$ cat config.mk
export PLATFORM = sky130hd
export DESIGN_NAME = decode_top
export DESIGN_NICKNAME = d
export VERILOG_FILES = /design/src/rtl/decode_pkg.sv /design/src/rtl/insn_classifier.sv /design/src/rtl/reg_scoreboard.sv /design/src/rtl/issue_stage.sv /design/src/rtl/decode_top.sv
export SDC_FILE = /design/constraint.sdc
export NUM_CORES = 2
export LEC_CHECK = 0
export ABC_AREA = 1
export BUFFER_PORTS_ARGS = -buffer_cell sky130_fd_sc_hd__buf_2
export CAP_MARGIN = 10
export CORE_ASPECT_RATIO = 1.25
export CORE_MARGIN = 2
export CORE_UTILIZATION = 40
export CTS_CLUSTER_DIAMETER = 80
export DETAILED_ROUTE_END_ITERATION = 7
export PLACE_DENSITY_LB_ADDON = 0.2
export SLEW_MARGIN = 10
export SYNTH_ARGS = -nofsm -noshare
export SYNTH_HDL_FRONTEND = slang
export SYNTH_HIERARCHICAL = 1
export SYNTH_SLANG_ARGS = --single-unit
$ cat constraint.sdc
create_clock -name CLK -period 37.7 [get_ports CLK]
set_clock_uncertainty 0.2 [all_clocks]
set_input_delay 0 -clock CLK [delete_from_list [all_inputs] [get_ports CLK]]
set_output_delay 0 -clock CLK [all_outputs]
set_load 0.02 [all_outputs]
$ cat src/rtl/decode_pkg.sv
`default_nettype none

package decode_pkg;

	////////////////////////////////////////
	// basic widths and words
	////////////////////////////////////////

	// data and pc width
	localparam int xlen_c = 32;

	typedef logic [4:0]        reg_idx_t;
	typedef logic [xlen_c-1:0] word_t;

	// jal and jalr always link here
	localparam reg_idx_t link_reg_c = 5'd31;

	// regimm selector in the rt field
	localparam reg_idx_t rt_bltz_c = 5'd0;
	localparam reg_idx_t rt_bgez_c = 5'd1;

	////////////////////////////////////////
	// instruction encodings
	////////////////////////////////////////

	// major opcodes, kept subset only
	typedef enum logic [5:0] {
		op_special = 6'h00,
		op_regimm  = 6'h01,
		op_j       = 6'h02,
		op_jal     = 6'h03,
		op_beq     = 6'h04,
		op_bne     = 6'h05,
		op_blez    = 6'h06,
		op_bgtz    = 6'h07,
		op_addiu   = 6'h09,
		op_slti    = 6'h0a,
		op_sltiu   = 6'h0b,
		op_andi    = 6'h0c,
		op_ori     = 6'h0d,
		op_xori    = 6'h0e,
		op_aui     = 6'h0f
	} opcode_e;

	// special function field
	typedef enum logic [5:0] {
		fn_sll  = 6'h00,
		fn_srl  = 6'h02,
		fn_sra  = 6'h03,
		fn_sllv = 6'h04,
		fn_srlv = 6'h06,
		fn_srav = 6'h07,
		fn_jr   = 6'h08,
		fn_jalr = 6'h09,
		fn_addu = 6'h21,
		fn_subu = 6'h23,
		fn_and  = 6'h24,
		fn_or   = 6'h25,
		fn_xor  = 6'h26,
		fn_nor  = 6'h27,
		fn_slt  = 6'h2a,
		fn_sltu = 6'h2b
	} funct_e;

	////////////////////////////////////////
	// decode results
	////////////////////////////////////////

	// shifts take the amount on src1, the value on src2
	typedef enum logic [3:0] {
		alu_nop, alu_addu, alu_subu, alu_and, alu_or, alu_xor,
		alu_nor, alu_slt, alu_sltu, alu_sll, alu_srl, alu_sra
	} alu_op_e;

	// all zero compares look at rs
	typedef enum logic [3:0] {
		cond_never, cond_always, cond_eq, cond_ne,
		cond_lez, cond_gtz, cond_ltz, cond_gez
	} branch_cond_e;

	typedef enum logic [1:0] {
		tgt_pc_rel, tgt_region, tgt_reg
	} target_kind_e;

	typedef enum logic [1:0] {
		src1_reg, src1_shamt, src1_link
	} src1_kind_e;

	typedef enum logic [1:0] {
		src2_reg, src2_simm, src2_zimm, src2_uimm
	} src2_kind_e;

	// three views of one instruction word
	typedef struct packed {
		logic [5:0] opcode;
		reg_idx_t   rs;
		reg_idx_t   rt;
		reg_idx_t   rd;
		logic [4:0] shamt;
		logic [5:0] funct;
	} r_fmt_t;

	typedef struct packed {
		logic [5:0]  opcode;
		reg_idx_t    rs;
		reg_idx_t    rt;
		logic [15:0] imm16;
	} i_fmt_t;

	typedef struct packed {
		logic [5:0]  opcode;
		logic [25:0] index26;
	} j_fmt_t;

	typedef union packed {
		r_fmt_t r_fmt;
		i_fmt_t i_fmt;
		j_fmt_t j_fmt;
	} insn_u;

	////////////////////////////////////////
	// port records
	////////////////////////////////////////

	typedef struct packed {
		logic  valid;
		insn_u insn;
		word_t pc;
	} fetch_t;

	// imm carries the low 26 bits, shamt and imm16 live inside it
	typedef struct packed {
		logic         valid;
		reg_idx_t     rs;
		reg_idx_t     rt;
		logic         use_rs;
		logic         use_rt;
		reg_idx_t     dst;
		alu_op_e      alu_op;
		src1_kind_e   src1_kind;
		src2_kind_e   src2_kind;
		branch_cond_e cond;
		target_kind_e target;
		word_t        pc;
		logic [25:0]  imm;
	} decode_ctrl_t;

	typedef struct packed {
		logic     valid;
		reg_idx_t idx;
		word_t    data;
	} wb_t;

	typedef struct packed {
		logic     valid;
		alu_op_e  alu_op;
		word_t    src1;
		word_t    src2;
		reg_idx_t dst;
		word_t    pc;
	} issue_t;

	typedef struct packed {
		logic  valid;
		word_t target;
	} redirect_t;

endpackage

`default_nettype wire

$ cat src/rtl/insn_classifier.sv
`timescale 1ns/1ps
`default_nettype none

module insn_classifier (
	input  wire                       CLK,
	input  wire                       RST,
	input  decode_pkg::fetch_t        fetch,
	input  wire                       stall,
	output decode_pkg::decode_ctrl_t  ctrl
);

	////////////////////////////////////////
	// decode register
	////////////////////////////////////////

	logic                held_valid_q;
	decode_pkg::insn_u   held_insn_q;
	decode_pkg::word_t   held_pc_q;
	logic                accept;

	// upstream word taken only when not stalled
	assign accept = fetch.valid && !stall;

	// without stall the held word leaves this cycle, so valid follows fetch
	always_ff @(posedge CLK or posedge RST) begin
		if (RST) begin
			held_valid_q <= 1'b0;
		end else if (!stall) begin
			held_valid_q <= fetch.valid;
		end
	end

	always_ff @(posedge CLK) begin
		if (accept) begin
			held_insn_q <= fetch.insn;
			held_pc_q   <= fetch.pc;
		end
	end

	////////////////////////////////////////
	// instruction views
	////////////////////////////////////////

	decode_pkg::r_fmt_t r_view;
	decode_pkg::i_fmt_t i_view;
	decode_pkg::j_fmt_t j_view;

	assign r_view = held_insn_q.r_fmt;
	assign i_view = held_insn_q.i_fmt;
	assign j_view = held_insn_q.j_fmt;

	////////////////////////////////////////
	// classify
	////////////////////////////////////////

	always_comb begin
		// defaults give no op, no branch, no destination
		ctrl           = '0;
		ctrl.valid     = held_valid_q;
		ctrl.pc        = held_pc_q;
		ctrl.imm       = j_view.index26;
		ctrl.alu_op    = decode_pkg::alu_nop;
		ctrl.cond      = decode_pkg::cond_never;
		ctrl.target    = decode_pkg::tgt_pc_rel;
		ctrl.src1_kind = decode_pkg::src1_reg;
		ctrl.src2_kind = decode_pkg::src2_reg;

		// rs and rt sit in the same bits for every format
		ctrl.rs = i_view.rs;
		ctrl.rt = i_view.rt;

		case (i_view.opcode)
			decode_pkg::op_special: begin
				// three-register form unless overridden below
				ctrl.dst    = r_view.rd;
				ctrl.use_rs = 1'b1;
				ctrl.use_rt = 1'b1;
				case (r_view.funct)
					decode_pkg::fn_addu: ctrl.alu_op = decode_pkg::alu_addu;
					decode_pkg::fn_subu: ctrl.alu_op = decode_pkg::alu_subu;
					decode_pkg::fn_and:  ctrl.alu_op = decode_pkg::alu_and;
					decode_pkg::fn_or:   ctrl.alu_op = decode_pkg::alu_or;
					decode_pkg::fn_xor:  ctrl.alu_op = decode_pkg::alu_xor;
					decode_pkg::fn_nor:  ctrl.alu_op = decode_pkg::alu_nor;
					decode_pkg::fn_slt:  ctrl.alu_op = decode_pkg::alu_slt;
					decode_pkg::fn_sltu: ctrl.alu_op = decode_pkg::alu_sltu;
					// variable shifts, amount from rs
					decode_pkg::fn_sllv: ctrl.alu_op = decode_pkg::alu_sll;
					decode_pkg::fn_srlv: ctrl.alu_op = decode_pkg::alu_srl;
					decode_pkg::fn_srav: ctrl.alu_op = decode_pkg::alu_sra;
					// fixed shifts, amount from shamt
					decode_pkg::fn_sll, decode_pkg::fn_srl, decode_pkg::fn_sra: begin
						ctrl.use_rs    = 1'b0;
						ctrl.src1_kind = decode_pkg::src1_shamt;
						if (r_view.funct == decode_pkg::fn_sll) begin
							ctrl.alu_op = decode_pkg::alu_sll;
						end else if (r_view.funct == decode_pkg::fn_srl) begin
							ctrl.alu_op = decode_pkg::alu_srl;
						end else begin
							ctrl.alu_op = decode_pkg::alu_sra;
						end
					end
					decode_pkg::fn_jr: begin
						ctrl.dst    = '0;
						ctrl.use_rt = 1'b0;
						ctrl.cond   = decode_pkg::cond_always;
						ctrl.target = decode_pkg::tgt_reg;
					end
					// link goes through the alu as pc+8 plus zero
					decode_pkg::fn_jalr: begin
						ctrl.dst       = decode_pkg::link_reg_c;
						ctrl.use_rt    = 1'b0;
						ctrl.alu_op    = decode_pkg::alu_addu;
						ctrl.src1_kind = decode_pkg::src1_link;
						ctrl.cond      = decode_pkg::cond_always;
						ctrl.target    = decode_pkg::tgt_reg;
					end
					default: begin
						ctrl.dst    = '0;
						ctrl.use_rs = 1'b0;
						ctrl.use_rt = 1'b0;
					end
				endcase
			end
			decode_pkg::op_regimm: begin
				if (i_view.rt == decode_pkg::rt_bltz_c) begin
					ctrl.use_rs = 1'b1;
					ctrl.cond   = decode_pkg::cond_ltz;
				end else if (i_view.rt == decode_pkg::rt_bgez_c) begin
					ctrl.use_rs = 1'b1;
					ctrl.cond   = decode_pkg::cond_gez;
				end
			end
			decode_pkg::op_beq, decode_pkg::op_bne: begin
				ctrl.use_rs = 1'b1;
				ctrl.use_rt = 1'b1;
				if (i_view.opcode == decode_pkg::op_beq) begin
					ctrl.cond = decode_pkg::cond_eq;
				end else begin
					ctrl.cond = decode_pkg::cond_ne;
				end
			end
			decode_pkg::op_blez: begin
				ctrl.use_rs = 1'b1;
				ctrl.cond   = decode_pkg::cond_lez;
			end
			decode_pkg::op_bgtz: begin
				ctrl.use_rs = 1'b1;
				ctrl.cond   = decode_pkg::cond_gtz;
			end
			decode_pkg::op_j: begin
				ctrl.cond   = decode_pkg::cond_always;
				ctrl.target = decode_pkg::tgt_region;
			end
			decode_pkg::op_jal: begin
				ctrl.dst       = decode_pkg::link_reg_c;
				ctrl.alu_op    = decode_pkg::alu_addu;
				ctrl.src1_kind = decode_pkg::src1_link;
				ctrl.cond      = decode_pkg::cond_always;
				ctrl.target    = decode_pkg::tgt_region;
			end
			// immediate forms write rt
			decode_pkg::op_addiu, decode_pkg::op_slti, decode_pkg::op_sltiu: begin
				ctrl.dst       = i_view.rt;
				ctrl.use_rs    = 1'b1;
				ctrl.src2_kind = decode_pkg::src2_simm;
				if (i_view.opcode == decode_pkg::op_addiu) begin
					ctrl.alu_op = decode_pkg::alu_addu;
				end else if (i_view.opcode == decode_pkg::op_slti) begin
					ctrl.alu_op = decode_pkg::alu_slt;
				end else begin
					ctrl.alu_op = decode_pkg::alu_sltu;
				end
			end
			decode_pkg::op_andi, decode_pkg::op_ori, decode_pkg::op_xori: begin
				ctrl.dst       = i_view.rt;
				ctrl.use_rs    = 1'b1;
				ctrl.src2_kind = decode_pkg::src2_zimm;
				if (i_view.opcode == decode_pkg::op_andi) begin
					ctrl.alu_op = decode_pkg::alu_and;
				end else if (i_view.opcode == decode_pkg::op_ori) begin
					ctrl.alu_op = decode_pkg::alu_or;
				end else begin
					ctrl.alu_op = decode_pkg::alu_xor;
				end
			end
			// rs plus imm placed in the upper half
			decode_pkg::op_aui: begin
				ctrl.dst       = i_view.rt;
				ctrl.use_rs    = 1'b1;
				ctrl.alu_op    = decode_pkg::alu_addu;
				ctrl.src2_kind = decode_pkg::src2_uimm;
			end
			default: begin
			end
		endcase
	end

endmodule

`default_nettype wire

$ cat src/rtl/reg_scoreboard.sv
`timescale 1ns/1ps
`default_nettype none

module reg_scoreboard (
	input  wire                       CLK,
	input  wire                       RST,
	input  decode_pkg::decode_ctrl_t  ctrl,
	input  decode_pkg::wb_t           wb,
	input  wire                       lock_req_valid,
	input  decode_pkg::reg_idx_t      lock_req_reg,
	output decode_pkg::word_t         rs_value,
	output decode_pkg::word_t         rt_value,
	output logic                      rs_locked,
	output logic                      rt_locked
);

	// one read result, value plus lock
	typedef struct packed {
		logic              locked;
		decode_pkg::word_t value;
	} read_t;

	////////////////////////////////////////
	// storage
	////////////////////////////////////////

	// r0 has no storage
	decode_pkg::word_t regs_q [31:1];
	logic [31:0]       lock_q;

	always_ff @(posedge CLK or posedge RST) begin
		if (RST) begin
			for (int k = 1; k < 32; k++) begin
				regs_q[k] <= '0;
			end
		end else if (wb.valid && wb.idx != '0) begin
			regs_q[wb.idx] <= wb.data;
		end
	end

	// write-back clears, issue sets
	// a lock request on the same edge lands last
	always_ff @(posedge CLK or posedge RST) begin
		if (RST) begin
			lock_q <= '0;
		end else begin
			if (wb.valid) begin
				lock_q[wb.idx] <= 1'b0;
			end
			if (lock_req_valid) begin
				lock_q[lock_req_reg] <= 1'b1;
			end
		end
	end

	////////////////////////////////////////
	// read ports
	////////////////////////////////////////

	function automatic read_t read_reg(input decode_pkg::reg_idx_t idx);
		read_t r;
		if (idx == '0) begin
			r = '0;
		end else if (wb.valid && wb.idx == idx) begin
			// same-cycle write-back bypass
			r.locked = 1'b0;
			r.value  = wb.data;
		end else begin
			r.locked = lock_q[idx];
			r.value  = regs_q[idx];
		end
		return r;
	endfunction

	read_t rs_rd;
	read_t rt_rd;

	always_comb begin
		rs_rd = read_reg(ctrl.rs);
		rt_rd = read_reg(ctrl.rt);
	end

	assign rs_value  = rs_rd.value;
	assign rs_locked = rs_rd.locked;
	assign rt_value  = rt_rd.value;
	assign rt_locked = rt_rd.locked;

endmodule

`default_nettype wire

$ cat src/rtl/issue_stage.sv
`timescale 1ns/1ps
`default_nettype none

module issue_stage (
	input  wire                       CLK,
	input  wire                       RST,
	input  decode_pkg::decode_ctrl_t  ctrl,
	input  decode_pkg::word_t         rs_value,
	input  decode_pkg::word_t         rt_value,
	input  wire                       rs_locked,
	input  wire                       rt_locked,
	output logic                      stall,
	output logic                      lock_req_valid,
	output decode_pkg::reg_idx_t      lock_req_reg,
	output decode_pkg::issue_t        issue,
	output decode_pkg::redirect_t     redirect
);

	////////////////////////////////////////
	// interlock
	////////////////////////////////////////

	logic fire;

	// wait while any used source is still pending
	assign stall = ctrl.valid && ((ctrl.use_rs && rs_locked) || (ctrl.use_rt && rt_locked));
	assign fire  = ctrl.valid && !stall;

	// r0 never gets locked
	assign lock_req_valid = fire && ctrl.dst != '0;
	assign lock_req_reg   = ctrl.dst;

	////////////////////////////////////////
	// operands
	////////////////////////////////////////

	decode_pkg::word_t src1_val;
	decode_pkg::word_t src2_val;
	decode_pkg::word_t imm_sext;

	assign imm_sext = {{16{ctrl.imm[15]}}, ctrl.imm[15:0]};

	// an unused rt reads as zero, the link ops rely on it
	always_comb begin
		case (ctrl.src1_kind)
			decode_pkg::src1_shamt: src1_val = {27'b0, ctrl.imm[10:6]};
			decode_pkg::src1_link:  src1_val = ctrl.pc + 32'd8;
			default:                src1_val = rs_value;
		endcase
		case (ctrl.src2_kind)
			decode_pkg::src2_simm: src2_val = imm_sext;
			decode_pkg::src2_zimm: src2_val = {16'b0, ctrl.imm[15:0]};
			decode_pkg::src2_uimm: src2_val = {ctrl.imm[15:0], 16'b0};
			default:               src2_val = ctrl.use_rt ? rt_value : '0;
		endcase
	end

	////////////////////////////////////////
	// branch condition and target
	////////////////////////////////////////

	logic              rs_eq_rt;
	logic              rs_is_zero;
	logic              rs_lt_zero;
	logic              taken;
	decode_pkg::word_t pc_plus4;
	decode_pkg::word_t target;

	assign rs_eq_rt   = rs_value == rt_value;
	assign rs_is_zero = rs_value == '0;
	assign rs_lt_zero = $signed(rs_value) < 0;
	assign pc_plus4   = ctrl.pc + 32'd4;

	always_comb begin
		case (ctrl.cond)
			decode_pkg::cond_always: taken = 1'b1;
			decode_pkg::cond_eq:     taken = rs_eq_rt;
			decode_pkg::cond_ne:     taken = !rs_eq_rt;
			decode_pkg::cond_lez:    taken = rs_lt_zero || rs_is_zero;
			decode_pkg::cond_gtz:    taken = !(rs_lt_zero || rs_is_zero);
			decode_pkg::cond_ltz:    taken = rs_lt_zero;
			decode_pkg::cond_gez:    taken = !rs_lt_zero;
			default:                 taken = 1'b0;
		endcase
		case (ctrl.target)
			// 256MB region of the slot address
			decode_pkg::tgt_region: target = {pc_plus4[31:28], ctrl.imm, 2'b00};
			decode_pkg::tgt_reg:    target = rs_value;
			default:                target = pc_plus4 + {imm_sext[29:0], 2'b00};
		endcase
	end

	////////////////////////////////////////
	// output registers
	////////////////////////////////////////

	// one-cycle pulses, payload only loads on fire
	always_ff @(posedge CLK or posedge RST) begin
		if (RST) begin
			issue.valid    <= 1'b0;
			redirect.valid <= 1'b0;
		end else begin
			issue.valid    <= fire && ctrl.alu_op != decode_pkg::alu_nop;
			redirect.valid <= fire && taken;
			if (fire) begin
				issue.alu_op    <= ctrl.alu_op;
				issue.src1      <= src1_val;
				issue.src2      <= src2_val;
				issue.dst       <= ctrl.dst;
				issue.pc        <= ctrl.pc;
				redirect.target <= target;
			end
		end
	end

endmodule

`default_nettype wire

$ cat src/rtl/decode_top.sv
`timescale 1ns/1ps
`default_nettype none

module decode_top (
	input  wire                    CLK,
	input  wire                    RST,
	input  decode_pkg::fetch_t     fetch,
	output logic                   stall,
	input  decode_pkg::wb_t        wb,
	output decode_pkg::issue_t     issue,
	output decode_pkg::redirect_t  redirect
);

	// classifier to scoreboard and issue
	decode_pkg::decode_ctrl_t ctrl;

	// scoreboard reads back to issue
	decode_pkg::word_t rs_value;
	decode_pkg::word_t rt_value;
	logic              rs_locked;
	logic              rt_locked;

	// destination lock from issue
	logic                 lock_req_valid;
	decode_pkg::reg_idx_t lock_req_reg;

	////////////////////////////////////////
	// stages
	////////////////////////////////////////

	insn_classifier u_classifier (
		.CLK   (CLK),
		.RST   (RST),
		.fetch (fetch),
		.stall (stall),
		.ctrl  (ctrl)
	);

	reg_scoreboard u_scoreboard (
		.CLK            (CLK),
		.RST            (RST),
		.ctrl           (ctrl),
		.wb             (wb),
		.lock_req_valid (lock_req_valid),
		.lock_req_reg   (lock_req_reg),
		.rs_value       (rs_value),
		.rt_value       (rt_value),
		.rs_locked      (rs_locked),
		.rt_locked      (rt_locked)
	);

	issue_stage u_issue (
		.CLK            (CLK),
		.RST            (RST),
		.ctrl           (ctrl),
		.rs_value       (rs_value),
		.rt_value       (rt_value),
		.rs_locked      (rs_locked),
		.rt_locked      (rt_locked),
		.stall          (stall),
		.lock_req_valid (lock_req_valid),
		.lock_req_reg   (lock_req_reg),
		.issue          (issue),
		.redirect       (redirect)
	);

endmodule

`default_nettype wire

* Word-level counts from Yosys, hierarchy flattened
Index checks and enable logic that the tools add are counted.
Word-level totals: register bits after elaboration 1228, input bits 105, logic and storage cells 191, output and inout bits 140
Operators by class: reductions and logical operators 38, bitwise gates (word level) 4, magnitude comparators 7, eq/ne operators 47, add/sub/neg operators 3, multiplexer cells 49
Operators by type and width (number):
- $bwmux 992 | 1
- $bmux 32 s5 | 2
- $mux 32 | 6
- $demux 32 s5 | 1
- $mux 33 | 4
- $pmux 32 s2 | 2
- $pmux 32 s3 | 1
- $eq 6x4->1 const B | 9
- $eq 6x6->1 const B | 8
- $pmux 4 s12 | 1
- $pmux 9 s5 | 1
- $eq 6x3->1 const B | 7
- $add 32x3->32 const B | 1
- $add 32x32->32 | 1
- $add 32x4->32 const B | 1
- $and 32x32->32 | 1
- $eq 32x32->1 | 1
- $logic_not 32->1 | 1
- $lt 32x1->1 const B | 1
- $not 32->32 | 1
- $or 32x32->32 | 1
- $eq 6x2->1 const B | 4
- $lt 5x6->1 const B | 4
- $pmux 4 s6 | 1
- other kinds (35) | 87

* Logic depth before layout (Yosys ltp)
depth after elaboration 11, depth in mapped cells 26, depth with buffers taken out 23

* Hierarchy
Netlist, hierarchy kept.
By module, submodules not included:
- reg_scoreboard | instances 1, seq. area each 25624.6 sq um, cells each 7813, area each 57176.1 sq um
- issue_stage | instances 1, seq. area each 4164.0 sq um, cells each 1254, area each 9768.1 sq um
- insn_classifier | instances 1, seq. area each 1946.9 sq um, cells each 244, area each 2905.3 sq um

* Worst setup path after synthesis
No wires, ideal clock.
kind register to register, start point reg u_classifier/held_insn_q[18] (netlist bit), end point reg u_issue/issue[0] (netlist name), buffers on the path 4, library setup time 0.635 ns, arrival 7.680 ns, period minus slack after synthesis 8.515 ns, data required time 36.865 ns, path slack 29.185 ns, stages on the path, launching flop included 15, path through edfxtp_1 > buf_4 > buf_4 > nand2_1 > inv_1 > buf_2 > buf_4 > o21ai_0 > nand3_1 > nor2_1 > nor2_1 > a22o_1 > inv_1 > nand2_1 > nor2_1
Between the ends: word-level cells in the longest chain between the ends 10, elaborated cells on any way between the ends 18, those cells by class eq/ne (2); mux (7); reduce/logical (9)
Ends and longest elaborated chain:
- from (decl) | line insn_classifier.sv:17 | decode_pkg::insn_u held_insn_q;
- from (signal assigned) | line insn_classifier.sv:35 | held_insn_q <= fetch.insn;
- $bmux 1 s5 or $eq 5x5->1 (tied branches) | line reg_scoreboard.sv:69, reg_scoreboard.sv:64
- $mux 1 (implied by the code) or $logic_and 1x1->1 (tied branches) | line reg_scoreboard.sv:69, reg_scoreboard.sv:64
- $mux 33 | line reg_scoreboard.sv:64 | end else if (wb.valid && wb.idx == idx) begin
- $mux 33 * | line reg_scoreboard.sv:62 | if (idx == '0) begin
- net rt_locked | line decode_top.sv:21 | logic rt_locked;
- $logic_and 1x1->1 * | line issue_stage.sv:26 | assign stall = ctrl.valid && ((ctrl.use_rs && rs_locked) || (ctrl.use_rt && rt_locked));
- $logic_or 1x1->1 * | line issue_stage.sv:26
- $logic_and 1x1->1 * | line issue_stage.sv:26
- $logic_not 1->1 * | line issue_stage.sv:27 | assign fire = ctrl.valid && !stall;
- $logic_and 1x1->1 * | line issue_stage.sv:27
- $reduce_and 2->1 (no line) *
Mark *: on every way through the listed nets, which the timed path passes. The rest lies on a longest branch. The select of a mux whose other input is x is not followed. A chain may end at the register's enable or synchronous reset.

* Final worst setup path
start point reg u_classifier/held_insn_q[22] (netlist bit), end point reg u_issue/redirect[32] (netlist name)
Between the ends: elaborated cells on any way between the ends 23, those cells by class order compare (1); eq/ne (2); mux (7); reduce/logical (13)
RTL lines:
- $bmux 32 s5 or $eq 5x5->1 (tied branches) | line reg_scoreboard.sv:70, reg_scoreboard.sv:64
- $mux 32 (implied by the code) or $logic_and 1x1->1 (tied branches) | line reg_scoreboard.sv:70, reg_scoreboard.sv:64
- $mux 33 | line reg_scoreboard.sv:64
- $mux 33 * | line reg_scoreboard.sv:62
- net rs_value[0] | line decode_top.sv:18 | decode_pkg::word_t rs_value;
- $lt 32x1->1 or $logic_not 32->1 (tied branches) | line issue_stage.sv:71, issue_stage.sv:70
- $logic_or 1x1->1 | line issue_stage.sv:79, issue_stage.sv:80
- $logic_not 1->1 | line issue_stage.sv:80 | decode_pkg::cond_gtz: taken = !(rs_lt_zero || rs_is_zero);
- $pmux 1 s7 * | line issue_stage.sv:75 | case (ctrl.cond)
- $logic_and 1x1->1 * | line issue_stage.sv:104 | redirect.valid <= fire && taken;
Marked as above.

==> flow_metrics.py <==
metrics = {
    "placement": {
        "dp.cells": 11300,
        "hpwlAfterDp_mm": 200,
        "io_buffer_count": 244,
        "place.gp.congestion": 1.06,
    },
    "floorplanning": {
        "io_pins": 245,
        "rows": 171,
        "start_util_pct": 40.3,
        "die_h_um": 471,
        "dieWidth_um": 378,
        "design.core.area_um2": 174000,
        "die_area_um2": 178000,
    },
    "sta": {
        "relSlewSlack_pct": 15.6,
        "fmax_mhz": 155,
        "hold_viol_final": 0,
        "rsz0062_at_grt": "no",
        "drv_slew": 0,
        "period_minus_slack_ps": 6430,
        "worst_pin_slew_ps": 1270,
        "setup_viol": 0,
        "setup-tns-final_ps": 0,
        "period_share_pct": 17.1,
    },
    "run_status": {
        "status": "finished with violations",
        "failed_checks": "design-rule violations",
    },
    "detailed_routing": {
        "via_per_inst": 6.07,
        "drtAntennaViolNets": 0,
        "drtIter0Drc": 10200,
        "first_pass_iters": 8,
        "drcViolationCount": 1,
        "wl_per_cell_um": 27.9,
        "postRouteWirelength_mm": 327,
        "vias": 71100,
    },
    "finish": {
        "fin_util_pct": 45.1,
        "area_delta_synth_final_pct": 12.0,
        "num-nets-final": 9396,
        "drive_above_1_share_pct": 8.49,
        "final_common_cell": "nand2_1",
        "final_cell_mix": "nand2_1 (2313), o21ai_0 (1144), dfrtp_1 (1027)",
        "final_cells": 11700,
    },
    "logic_synthesis": {
        "synth-seq-cells": 1228,
        "synth_largest_area_cell": "dfrtp_1",
        "synth-seq-area-share_pct": 45.4,
        "synthDistinctLibCells": 57,
        "ys_warn_count": 6,
        "synth.avg_cell_area_um2": 7.50,
        "synthTopCellsByArea": "dfrtp_1 (37%), nand2_1 (12%), edfxtp_1 (8.6%)",
        "synth-main-ff-cell": "dfrtp_1",
        "syn-num-nets": 9455,
        "synth_top_area_share_pct": 36.8,
        "synth-async-reset-ratio_pct": 83.6,
        "synthesis.area_um2": 69800,
        "synthCells": 9311,
        "synth_edf_count": 201,
    },
    "global_route": {
        "grt_max_degree": 151,
        "grt_overflow": 0,
        "grt_use_total_pct": 35.9,
        "grt_pass1_wl_mm": 468,
        "antenna_found_initial": 23,
        "grt_pass1_vias": 66200,
    },
    "worst_setup_path": {
        "path_cells": "buf_4 -> inv_8 -> buf_4 -> buf_4 -> buf_4 -> a21oi_1 -> o21ai_0 -> nand3_1 -> nand3_1 -> nand3_1 -> nand3_1 -> nand2_1 -> nor2_1 -> nand2_1 -> nor2_1 -> nand4_1 -> nand3_1 -> nand3_1 -> nor2_1 -> nor2_1",
        "worst_ep_arrival_time_ps": 6900,
        "path_max_fanout": 73,
        "cp.required_ps": 38170,
        "cp_slowest_cell": "buf_4",
        "cp_slowest_stage_delay_ps": 880,
        "cp_common_cell": "nand3_1",
        "cp-end-kind": "flip-flop",
        "path_delay_family": "buffers and inverters",
        "critPathKind": "flip-flop to flip-flop",
        "worstSetupStartpointType": "flip-flop",
        "critical_path_buf_inv_count": 5,
    },
    "clock_network": {
        "root_buffer": "clkbuf_16",
        "cts_tree": "built",
        "clk_latency_ps": 810,
        "clk_pin_slew_worst_paths_ps": 60,
        "cts_sinks": 1228,
        "h-tree-depth": 4,
        "cts_buffers": 135,
        "cts_buffer_depth": 3,
    },
    "flow_run": {
        "drv_cap": 0,
    },
    "pwr": {
        "max-vdd-ir-drop_mv": 0.0461,
        "powerDensity_nw_per_um2": 52.3,
        "power_uw": 4090,
        "p_leak_uw": 0.0343,
    },
    "min_path": {
        "holdCritPathClass": "input pin to flip-flop",
    },
}
Yosys cell counts, types with 37 or more instances:
| library cell | number |
|---|---|
| o211ai_1 | 347 |
| o21ai_1 | 260 |
| a22oi_1 | 76 |
| ha_1 | 38 |
| o21ai_0 | 1144 |
| dfrtp_1 | 1027 |
| nand2_1 | 2315 |
| buf_2 | 333 |
| clkbuf_1 | 284 |
| o22ai_1 | 37 |
| nand3_1 | 833 |
| a21oi_1 | 648 |
| inv_1 | 855 |
| nor2_1 | 387 |
| buf_4 | 70 |
| inv_2 | 46 |
| buf_1 | 73 |
| nand4_1 | 51 |
| edfxtp_1 | 201 |
worst register-to-register path, delay by kind of cell (launching register included):
| family | cells | cell delay, ps |
|---|---|---|
| compound gates | 2 | 200 |
| buf+inv | 5 | 3190 |
| flops | 1 | 360 |
| simple gates | 13 | 2350 |
worst paths after layout:
path	slack, ps	cells after the start	start	endpoint
max	31270	20	u_classifier/held_insn_q[22]	u_issue/redirect[32]
min	90	4	wb[2]	u_scoreboard/regs_q[834]
max reg2reg	31270	20	u_classifier/held_insn_q[22]	u_issue/redirect[32]
min reg2reg	310	2	u_scoreboard/regs_q[874]	u_scoreboard/regs_q[874]
max in group asynchronous	33550	7	RST	u_scoreboard/regs_q[564]
min in group asynchronous	220	4	RST	u_classifier/held_valid_q
repair_timing:
item / in CTS / in global routing
resized for setup: 0 / 0
endpoints found under the hold margin: 1205 / 0
setup buffers: 0 / 0
hold buffers: 182 / 0
where the power goes:
group | switching, µW | internal [µW]
Sequential | 146 | 1610
Combinational | 652 | 286
Clock | 587 | 811
stage by stage:
stage	instance area (µm²)	hold WS, ps	setup WS [ps]
detailed placement	71800	-238	31670
finish	78300	85.6	31270
CTS	78200	36.7	31660
floorplan	69800	-471	8680
global route	78200	114	31160
global placement	71800	-242	31650
state kept, by name (all words and copies together), names as in the netlist:
register and count:
u_classifier/held_valid_q 1, u_scoreboard/regs_q 992, u_issue/redirect 33, u_issue/issue 106, u_classifier/held_insn_q 32, u_scoreboard/lock_q 32
u_classifier/held_pc_q 32
routing by layer:
metal	wire length [µm]	global-route usage [%]	vias up
li1	-	-	30900
met1	122000	45.5	34000
met2	140000	53.8	5007
met3	39300	9.50	1214
met4	25200	23.6	18
met5	163	0.219	-
kinds of logic (layout without fill, tap and decap cells):
kind of cell             Yosys count  count (layout)  share of synthesized area (%)
AO/OA/AOI/OAI                   2582            2582                           20.4
XOR/XNOR                          49              49                          0.614
adder cells (fa/ha/maj)           39              39                          0.709
buffers and inverters           1678            1724                           10.1
flip-flops                      1228            1228                           45.4
other                              1              15                        0.00537
AND/OR/NAND/NOR                 3734            3734                           22.7
final cells by class:
type                            instances  area (µm²)
Timing Repair Buffer                  576        4300
Fill cell                           17300       95300
Clock inverter                         51         577
Inverter                              906        3450
Multi-Input combinational cell       6405       31200
Tap cell                             2335        2920
Antenna cell                           14        35.0
Sequential cell                      1228       31700
Clock buffer                          191        4010
Note: power is estimated with default switching activity, not from simulation.
